--- src/rtl/id_mgmt_defs.svh ---
`ifndef ID_MGMT_DEFS_SVH
`define ID_MGMT_DEFS_SVH

// Size of the instruction ID pool (a power of two)
`define ID_MGMT_MAX_IDS 8

// Number of retire ports feeding the toggle memories
`define ID_MGMT_COMMIT_PORTS 2

// Width of the running completion total
`define ID_MGMT_TOTAL_W 32

`endif

--- src/rtl/id_mgmt_pkg.sv ---
`include "id_mgmt_defs.svh"

package id_mgmt_pkg;

    // ID width follows the pool size
    localparam int ID_W = $clog2(`ID_MGMT_MAX_IDS);

    // Branch, store and system sources plus one per retire port
    localparam int MAX_COMPLETE_COUNT = 3 + `ID_MGMT_COMMIT_PORTS;
    localparam int COMPLETE_COUNT_W = $clog2(MAX_COMPLETE_COUNT + 1);

    typedef logic [ID_W-1:0] id_t;
    typedef logic [COMPLETE_COUNT_W-1:0] complete_count_t;
    typedef logic [`ID_MGMT_TOTAL_W-1:0] retire_total_t;

endpackage

--- src/rtl/toggle_memory.sv ---
`timescale 1ns/1ps

`include "id_mgmt_defs.svh"

module toggle_memory
    import id_mgmt_pkg::*;
(
    input  logic clk,
    input  logic rst,

    input  logic toggle_i,
    input  id_t  toggle_id_i,

    input  id_t  read_id_i,
    output logic read_data_o
);

    // One state bit per ID
    logic [`ID_MGMT_MAX_IDS-1:0] toggle_bits;

    always_ff @(posedge clk) begin
        if (rst) begin
            toggle_bits <= '0;
        end else if (toggle_i) begin
            toggle_bits[toggle_id_i] <= ~toggle_bits[toggle_id_i];
        end
    end

    // Asynchronous read of the addressed bit
    assign read_data_o = toggle_bits[read_id_i];

endmodule

--- src/rtl/id_fifo.sv ---
`timescale 1ns/1ps

`include "id_mgmt_defs.svh"

module id_fifo
    import id_mgmt_pkg::*;
(
    input  logic clk,
    input  logic rst,
    input  logic flush_i,

    input  logic push_i,
    input  id_t  push_id_i,

    input  logic pop_i,
    output id_t  head_id_o,
    output logic valid_o
);

    localparam int DEPTH   = `ID_MGMT_MAX_IDS;
    localparam int COUNT_W = $clog2(DEPTH + 1);

    // Storage, one slot per pool entry
    id_t storage [DEPTH];

    // Pointers wrap naturally since the depth is a power of two
    id_t write_ptr;
    id_t read_ptr;
    logic [COUNT_W-1:0] count;

    ////////////////////////////////////////
    // Pointer and occupancy control

    always_ff @(posedge clk) begin
        if (rst || flush_i) begin
            write_ptr <= '0;
            read_ptr  <= '0;
            count     <= '0;
        end else begin
            if (push_i)
                write_ptr <= write_ptr + id_t'(1);
            if (pop_i)
                read_ptr <= read_ptr + id_t'(1);
            if (push_i && !pop_i)
                count <= count + COUNT_W'(1);
            else if (pop_i && !push_i)
                count <= count - COUNT_W'(1);
        end
    end

    ////////////////////////////////////////
    // Data path

    always_ff @(posedge clk) begin
        if (push_i)
            storage[write_ptr] <= push_id_i;
    end

    assign head_id_o = storage[read_ptr];
    assign valid_o   = (count != '0);

endmodule

--- src/rtl/id_management.sv ---
`timescale 1ns/1ps

`include "id_mgmt_defs.svh"

module id_management
    import id_mgmt_pkg::*;
(
    input  logic clk,
    input  logic rst,
    input  logic fetch_flush_i,

    // PC stage ID issue
    output id_t  pc_id_o,
    output logic pc_id_available_o,
    input  logic pc_id_assigned_i,
    input  logic fetch_complete_i,

    // Decode stage
    input  logic decode_advance_i,
    output id_t  decode_id_o,
    output logic decode_id_valid_o,

    // Issue stage
    input  logic issue_stage_valid_i,
    input  logic issued_i,
    input  logic issue_uses_rd_i,
    input  id_t  issue_id_i,

    // Operand lookups from the register-to-ID table
    input  id_t  rs1_id_i,
    input  id_t  rs2_id_i,
    output logic rs1_inuse_o,
    output logic rs2_inuse_o,

    // Completion sources
    input  logic store_complete_i,
    input  id_t  store_id_i,
    input  logic branch_complete_i,
    input  id_t  branch_id_i,
    input  logic sys_complete_i,
    input  logic exception_rd_complete_i,
    input  id_t  sys_id_i,

    // Retire ports
    input  id_t  retire_id_i [`ID_MGMT_COMMIT_PORTS],
    input  logic retired_i [`ID_MGMT_COMMIT_PORTS],

    output complete_count_t retire_inc_o
);

    localparam int COMMIT_PORTS = `ID_MGMT_COMMIT_PORTS;

    id_t fetch_id;
    id_t pc_id_next;
    id_t flush_restore_id;

    // Toggle memory read results
    logic decoded_status;
    logic decoded_issued_status;
    logic issued_status;
    logic issued_rs1_status;
    logic issued_rs2_status;
    logic branch_status;
    logic store_status;
    logic sys_status;
    logic exception_rs1_status;
    logic exception_rs2_status;
    logic [COMMIT_PORTS-1:0] retired_status;
    logic [COMMIT_PORTS-1:0] retired_rs1_status;
    logic [COMMIT_PORTS-1:0] retired_rs2_status;

    logic retired_xor;
    logic retired_rs1_xor;
    logic retired_rs2_xor;
    logic id_free;
    complete_count_t complete_count;

    ////////////////////////////////////////
    // PC and fetch ID counters

    assign pc_id_next = pc_id_o + id_t'(pc_id_assigned_i);

    // Flush resumes at the oldest unissued ID so no pooled ID is lost
    assign flush_restore_id = decode_id_valid_o ? decode_id_o : pc_id_o;

    always_ff @(posedge clk) begin
        if (rst)
            pc_id_o <= '0;
        else if (fetch_flush_i)
            pc_id_o <= flush_restore_id;
        else
            pc_id_o <= pc_id_next;
    end

    always_ff @(posedge clk) begin
        if (rst)
            fetch_id <= '0;
        else if (fetch_flush_i)
            fetch_id <= flush_restore_id;
        else
            fetch_id <= fetch_id + id_t'(fetch_complete_i);
    end

    ////////////////////////////////////////
    // Fetched IDs waiting for decode

    id_fifo fetch_fifo_inst (
        .clk       (clk),
        .rst       (rst),
        .flush_i   (fetch_flush_i),
        .push_i    (fetch_complete_i),
        .push_id_i (fetch_id),
        .pop_i     (decode_advance_i),
        .head_id_o (decode_id_o),
        .valid_o   (decode_id_valid_o)
    );

    ////////////////////////////////////////
    // Toggle memories
    // Each source owns one memory and the XOR of all gives the stage status

    // Decoded vs issued-or-flushed pair
    toggle_memory decode_mem (
        .clk(clk), .rst(rst),
        .toggle_i(decode_advance_i & ~fetch_flush_i), .toggle_id_i(decode_id_o),
        .read_id_i(pc_id_next), .read_data_o(decoded_status)
    );
    toggle_memory decoded_issued_mem (
        .clk(clk), .rst(rst),
        .toggle_i(issued_i | (fetch_flush_i & issue_stage_valid_i)),
        .toggle_id_i(issue_id_i),
        .read_id_i(pc_id_next), .read_data_o(decoded_issued_status)
    );

    // Issue side of the in-flight tracking
    toggle_memory issued_mem (
        .clk(clk), .rst(rst),
        .toggle_i(issued_i), .toggle_id_i(issue_id_i),
        .read_id_i(pc_id_next), .read_data_o(issued_status)
    );
    toggle_memory issued_rs1_mem (
        .clk(clk), .rst(rst),
        .toggle_i(issued_i & issue_uses_rd_i), .toggle_id_i(issue_id_i),
        .read_id_i(rs1_id_i), .read_data_o(issued_rs1_status)
    );
    toggle_memory issued_rs2_mem (
        .clk(clk), .rst(rst),
        .toggle_i(issued_i & issue_uses_rd_i), .toggle_id_i(issue_id_i),
        .read_id_i(rs2_id_i), .read_data_o(issued_rs2_status)
    );

    // Completion side
    toggle_memory branch_mem (
        .clk(clk), .rst(rst),
        .toggle_i(branch_complete_i), .toggle_id_i(branch_id_i),
        .read_id_i(pc_id_next), .read_data_o(branch_status)
    );
    toggle_memory store_mem (
        .clk(clk), .rst(rst),
        .toggle_i(store_complete_i), .toggle_id_i(store_id_i),
        .read_id_i(pc_id_next), .read_data_o(store_status)
    );
    toggle_memory sys_mem (
        .clk(clk), .rst(rst),
        .toggle_i(sys_complete_i), .toggle_id_i(sys_id_i),
        .read_id_i(pc_id_next), .read_data_o(sys_status)
    );
    toggle_memory exception_rs1_mem (
        .clk(clk), .rst(rst),
        .toggle_i(exception_rd_complete_i), .toggle_id_i(sys_id_i),
        .read_id_i(rs1_id_i), .read_data_o(exception_rs1_status)
    );
    toggle_memory exception_rs2_mem (
        .clk(clk), .rst(rst),
        .toggle_i(exception_rd_complete_i), .toggle_id_i(sys_id_i),
        .read_id_i(rs2_id_i), .read_data_o(exception_rs2_status)
    );

    // Three memories per retire port
    for (genvar p = 0; p < COMMIT_PORTS; p++) begin : g_commit
        toggle_memory retired_mem (
            .clk(clk), .rst(rst),
            .toggle_i(retired_i[p]), .toggle_id_i(retire_id_i[p]),
            .read_id_i(pc_id_next), .read_data_o(retired_status[p])
        );
        toggle_memory retired_rs1_mem (
            .clk(clk), .rst(rst),
            .toggle_i(retired_i[p]), .toggle_id_i(retire_id_i[p]),
            .read_id_i(rs1_id_i), .read_data_o(retired_rs1_status[p])
        );
        toggle_memory retired_rs2_mem (
            .clk(clk), .rst(rst),
            .toggle_i(retired_i[p]), .toggle_id_i(retire_id_i[p]),
            .read_id_i(rs2_id_i), .read_data_o(retired_rs2_status[p])
        );
    end

    ////////////////////////////////////////
    // Status and counts

    assign retired_xor     = ^retired_status;
    assign retired_rs1_xor = ^retired_rs1_status;
    assign retired_rs2_xor = ^retired_rs2_status;

    // Free once it has left decode/issue and every issue is matched by a completion
    assign id_free = ~(decoded_status ^ decoded_issued_status)
                   & ~(issued_status ^ branch_status ^ store_status
                       ^ sys_status ^ retired_xor);

    always_ff @(posedge clk) begin
        if (rst)
            pc_id_available_o <= 1'b1;
        else
            pc_id_available_o <= id_free;
    end

    // Only register-writing IDs live in the table, so branch and store are skipped
    assign rs1_inuse_o = issued_rs1_status ^ exception_rs1_status ^ retired_rs1_xor;
    assign rs2_inuse_o = issued_rs2_status ^ exception_rs2_status ^ retired_rs2_xor;

    always_comb begin
        complete_count = complete_count_t'(branch_complete_i)
                       + complete_count_t'(store_complete_i)
                       + complete_count_t'(sys_complete_i);
        for (int p = 0; p < COMMIT_PORTS; p++)
            complete_count = complete_count + complete_count_t'(retired_i[p]);
    end

    always_ff @(posedge clk) begin
        if (rst)
            retire_inc_o <= '0;
        else
            retire_inc_o <= complete_count;
    end

endmodule

--- src/rtl/retire_counter.sv ---
`timescale 1ns/1ps

module retire_counter
    import id_mgmt_pkg::*;
(
    input  logic            clk,
    input  logic            rst,

    // Completions seen in the previous cycle
    input  complete_count_t retire_inc_i,

    // Running total for the performance counter
    output retire_total_t   retire_total_o
);

    ////////////////////////////////////////
    // Accumulator that wraps at its width

    always_ff @(posedge clk) begin
        if (rst)
            retire_total_o <= '0;
        else
            retire_total_o <= retire_total_o + retire_total_t'(retire_inc_i);
    end

endmodule

--- src/rtl/id_tracking_unit.sv ---
`timescale 1ns/1ps

`include "id_mgmt_defs.svh"

module id_tracking_unit
    import id_mgmt_pkg::*;
(
    input  logic clk,
    input  logic rst,
    input  logic fetch_flush_i,

    output id_t  pc_id_o,
    output logic pc_id_available_o,
    input  logic pc_id_assigned_i,
    input  logic fetch_complete_i,

    input  logic decode_advance_i,
    output id_t  decode_id_o,
    output logic decode_id_valid_o,

    input  logic issue_stage_valid_i,
    input  logic issued_i,
    input  logic issue_uses_rd_i,
    input  id_t  issue_id_i,

    input  id_t  rs1_id_i,
    input  id_t  rs2_id_i,
    output logic rs1_inuse_o,
    output logic rs2_inuse_o,

    input  logic store_complete_i,
    input  id_t  store_id_i,
    input  logic branch_complete_i,
    input  id_t  branch_id_i,
    input  logic sys_complete_i,
    input  logic exception_rd_complete_i,
    input  id_t  sys_id_i,

    input  id_t  retire_id_i [`ID_MGMT_COMMIT_PORTS],
    input  logic retired_i [`ID_MGMT_COMMIT_PORTS],

    output retire_total_t retire_total_o
);

    // Per-cycle completions into the performance counter
    complete_count_t retire_inc;

    id_management id_management_inst (
        .clk                     (clk),
        .rst                     (rst),
        .fetch_flush_i           (fetch_flush_i),
        .pc_id_o                 (pc_id_o),
        .pc_id_available_o       (pc_id_available_o),
        .pc_id_assigned_i        (pc_id_assigned_i),
        .fetch_complete_i        (fetch_complete_i),
        .decode_advance_i        (decode_advance_i),
        .decode_id_o             (decode_id_o),
        .decode_id_valid_o       (decode_id_valid_o),
        .issue_stage_valid_i     (issue_stage_valid_i),
        .issued_i                (issued_i),
        .issue_uses_rd_i         (issue_uses_rd_i),
        .issue_id_i              (issue_id_i),
        .rs1_id_i                (rs1_id_i),
        .rs2_id_i                (rs2_id_i),
        .rs1_inuse_o             (rs1_inuse_o),
        .rs2_inuse_o             (rs2_inuse_o),
        .store_complete_i        (store_complete_i),
        .store_id_i              (store_id_i),
        .branch_complete_i       (branch_complete_i),
        .branch_id_i             (branch_id_i),
        .sys_complete_i          (sys_complete_i),
        .exception_rd_complete_i (exception_rd_complete_i),
        .sys_id_i                (sys_id_i),
        .retire_id_i             (retire_id_i),
        .retired_i               (retired_i),
        .retire_inc_o            (retire_inc)
    );

    retire_counter retire_counter_inst (
        .clk            (clk),
        .rst            (rst),
        .retire_inc_i   (retire_inc),
        .retire_total_o (retire_total_o)
    );

endmodule

--- config.mk ---
export PLATFORM = sky130hd
export DESIGN_NAME = id_tracking_unit
export DESIGN_NICKNAME = d
export VERILOG_FILES = /design/src/rtl/id_mgmt_pkg.sv /design/src/rtl/toggle_memory.sv /design/src/rtl/id_fifo.sv /design/src/rtl/id_management.sv /design/src/rtl/retire_counter.sv /design/src/rtl/id_tracking_unit.sv
export VERILOG_INCLUDE_DIRS = /design/src /design/src/rtl
export SDC_FILE = /design/constraint.sdc
export NUM_CORES = 1
export LEC_CHECK = 0
export BUFFER_PORTS_ARGS = -buffer_cell sky130_fd_sc_hd__buf_2
export CAP_MARGIN = 20
export CORE_MARGIN = 5
export CORE_UTILIZATION = 65
export CTS_CLUSTER_DIAMETER = 120
export DETAILED_ROUTE_END_ITERATION = 10
export GPL_TIMING_DRIVEN = 0
export PLACE_DENSITY = 0.92
export SYNTH_ARGS = -nofsm -noshare
export SYNTH_HDL_FRONTEND = slang
export SYNTH_SLANG_ARGS = --single-unit
--- constraint.sdc ---
create_clock -name clk -period 4.9 [get_ports clk]
set_input_delay 0.98 -clock clk [delete_from_list [all_inputs] [get_ports clk]]
set_output_delay 0.98 -clock clk [all_outputs]
set_load 0.01 [all_outputs]
==> impl_metrics.env <==
export IMPL_crit_type="in2out"
export IMPL_antenna_found_initial=3
export IMPL_reg2reg_slack_ns=1.99
export IMPL_slowest_stage="clkbuf_1"
export IMPL_seq_area_frac_synth=0.421
export IMPL_drtIter0Drc=674
export IMPL_ys_seq_elements=207
export IMPL_hold_path_class="reg2reg"
export IMPL_fmax_ghz=0.271
export IMPL_r2r_cells=8
export IMPL_worst_pin_slew_ns=1.14
export IMPL_cts_tree="built"
export IMPL_period_share=0.752
export IMPL_cts_max_path_buffers=3
export IMPL_routed_wl_mm=26.4
export IMPL_finalMaxSlewViolations=0
export IMPL_synth_edf_count=24
export IMPL_ant_nets=0
export IMPL_grt_max_degree=16
export IMPL_pwr_density_cell_nw_per_um2=339
export IMPL_routedWlPerCell_um=19.9
export IMPL_yosysTopAreaCell="dfxtp_1"
export IMPL_slew_headroom=0.242
export IMPL_die_area_um2=18600
export IMPL_start_util=0.660
export IMPL_ys_flop_type="dfxtp_1"
export IMPL_rsz0062_at_grt="no"
export IMPL_cp_end_kind="primary output"
export IMPL_hold_buffers=0
export IMPL_htreeDepth=1
export IMPL_avgViaCountPerCell=6.40
export IMPL_drtPass1Iterations=5
export IMPL_dp_hpwl_mm=18.3
export IMPL_clock_skew_ns=0.0250
export IMPL_layout_min_cycle_time_ns=3.68
export IMPL_endpoint="rs1_inuse_o"
export IMPL_irDropWorstVdd_uv=264
export IMPL_arrival_ns=2.70
export IMPL_netlist_area_um2=10400
export IMPL_hold_violations=0
export IMPL_grt_pass1_vias=8353
export IMPL_post_synth_num_cell_types=56
export IMPL_critPathMaxFanout=8
export IMPL_drive_gt1_frac=0.157
export IMPL_syn_num_nets=1056
export IMPL_clock_latency_ns=0.52
export IMPL_cap_violations=0
export IMPL_p_leak_nw=4.53
export IMPL_grt_pass1_wl_mm=42.1
export IMPL_postSynthCellCount=999
export IMPL_tns_ns=0
export IMPL_synthMostInstantiatedCell="dfxtp_1"
export IMPL_synth_area_leaders="dfxtp_1, mux4_2, mux2i_1, edfxtp_1, nor2_1"
export IMPL_die_w_um=137
export IMPL_post_route_cell_area_um2=11700
export IMPL_timing_rr_end="id_management_inst.pc_id_available_o"
export IMPL_synth_top_cell_area_share=0.352
export IMPL_cts_root_buf="clkbuf_16"
export IMPL_vias=8475
export IMPL_r2r_start="id_management_inst.pc_id_o[0]"
export IMPL_synth_avg_cell_area_um2=10.4
export IMPL_post_cts_buffers=0
export IMPL_setup_viol=0
export IMPL_ios=81
export IMPL_nFillCells=1072
export IMPL_track_usage=0.282
export IMPL_status="completed"
export IMPL_cts_buffers=22
export IMPL_cp_required_ns=3.92
export IMPL_synthArstFlopShare=0
export IMPL_post_cts_resized=0
export IMPL_die_y_um=137
export IMPL_clkSlewWorstSetupHoldPaths_ns=0.06
export IMPL_nets=1151
export IMPL_drc=0
export IMPL_core_um2=15800
export IMPL_gp_congestion=0.905
export IMPL_area_growth_syn_to_layout_pct=12.7
export IMPL_startpoint="rs1_id_i[1]"
export IMPL_start_kind="input port"
export IMPL_row_count=46
export IMPL_synth_commonest_cells="dfxtp_1, nor2_1, mux2i_1, a211oi_1, a21oi_1"
export IMPL_gr_total_overflow=0
export IMPL_numPortBuffers=70
export IMPL_placed_area_um2=11000
export IMPL_numClockSinks=207
export IMPL_power_total_mw=3.98
export IMPL_max_stage_delay_ns=0.55
export IMPL_crit_chain="clkbuf_1 -> mux4_2 -> xor2_1 -> xnor2_1 -> nand2_1 -> o21ai_0 -> buf_2"
export IMPL_synth_yosys_warnings=0
==> power breakdown <==
| part | total, mW | internal (mW) | switching, mW |
|---|---|---|---|
| logic | 0.532 | 0.228 | 0.304 |
| clock network | 1.62 | 0.937 | 0.679 |
| registers | 1.83 | 1.78 | 0.0524 |
==> sequential cells by signal, indices dropped and copies added, names as in the netlist, 16 cells and up, named ones only <==
signal                                                   flops
retire_counter_inst.retire_total_o                          32
id_management_inst.g_commit.retired_rs1_mem.toggle_bits     16
id_management_inst.fetch_fifo_inst.storage                  24
id_management_inst.g_commit.retired_mem.toggle_bits         16
id_management_inst.g_commit.retired_rs2_mem.toggle_bits     16
==> cells in the final DEF, fill, tap and decap left out, types with 11 or more instances in the layout <==
master,synthesis,routed
nand2_1,31,31
nor3_1,28,28
and3_1,14,14
a21oi_1,47,47
xor2_1,25,25
edfxtp_1,24,24
mux2i_1,80,80
xnor2_1,41,41
a211oi_1,49,49
dfxtp_1,183,183
clkbuf_16,0,23
nor2_1,173,173
ha_1,14,14
mux4_2,43,43
nand4_1,12,12
inv_1,11,11
a311oi_1,15,15
nand2b_1,16,16
nor2b_1,14,14
buf_2,7,78
mux4_1,11,11
clkbuf_1,41,44
==> how the worst min path moves through the flow <==
stage                                                     from                                         endpoint  slack, ns  cells after the start
3_3_place_gp       id_management_inst.fetch_fifo_inst.count[3]      id_management_inst.fetch_fifo_inst.count[3]       0.46                      2
5_1_grt            id_management_inst.fetch_fifo_inst.count[3]      id_management_inst.fetch_fifo_inst.count[3]       0.51                      2
3_5_place_dp       id_management_inst.fetch_fifo_inst.count[3]      id_management_inst.fetch_fifo_inst.count[3]       0.49                      2
6_report       id_management_inst.fetch_fifo_inst.write_ptr[0]  id_management_inst.fetch_fifo_inst.write_ptr[0]       0.50                      2
2_1_floorplan      id_management_inst.fetch_fifo_inst.count[3]      id_management_inst.fetch_fifo_inst.count[3]       0.45                      2
4_1_cts            id_management_inst.fetch_fifo_inst.count[3]      id_management_inst.fetch_fifo_inst.count[3]       0.50                      2
==> critical path: cells and delay by family <==
family / cells / cell delay [ns]
AO/OA/AOI/OAI: 1 / 0.07
buffers and inverters: 2 / 0.71
AND/OR/NAND/NOR: 1 / 0.07
XOR/XNOR: 2 / 0.41
multiplexers: 1 / 0.46
==> cell type report <==
| cell class | instances | area (um2) | area share |
|---|---|---|---|
| diodes | 1 | 2.50 | 0.000213 |
| plain buffers | 59 | 269 | 0.0229 |
| clock buffers | 28 | 614 | 0.0524 |
| clock inverters | 10 | 80.1 | 0.00683 |
| inverters | 12 | 45.0 | 0.00384 |
| multi-input cells | 721 | 5710 | 0.487 |
| flip-flops and latches | 207 | 4380 | 0.374 |
| well taps | 216 | 270 | 0.0230 |
| repair buffers | 71 | 355 | 0.0303 |
==> metal layers <==
layer | part of all wire | GRT usage
met1 | 0.39 | 0.358
met2 | 0.48 | 0.465
met3 | 0.094 | 0.0636
met4 | 0.037 | 0.119
met5 | 0.00053 | 0
==> metrics by stage <==
stage	instances	setup slack [ns]	hold WS, ns	utilization
floorplan	999	1.61	0.453	-
global placement	1285	1.28	0.465	0.699
detailed placement	1286	1.26	0.485	0.700
CTS	1324	1.26	0.501	0.744
global route	1325	1.19	0.506	0.744
finish	1325	1.22	0.502	0.744
==> kinds of logic after synthesis <==
kind of cell    share of synthesized area
flops                               0.421
compound gates                     0.0949
buf+inv                            0.0302
simple gates                        0.160
xor+xnor                           0.0593
fa+ha+maj                          0.0245
mux                                 0.210
Power figures use the tool's default switching activity.
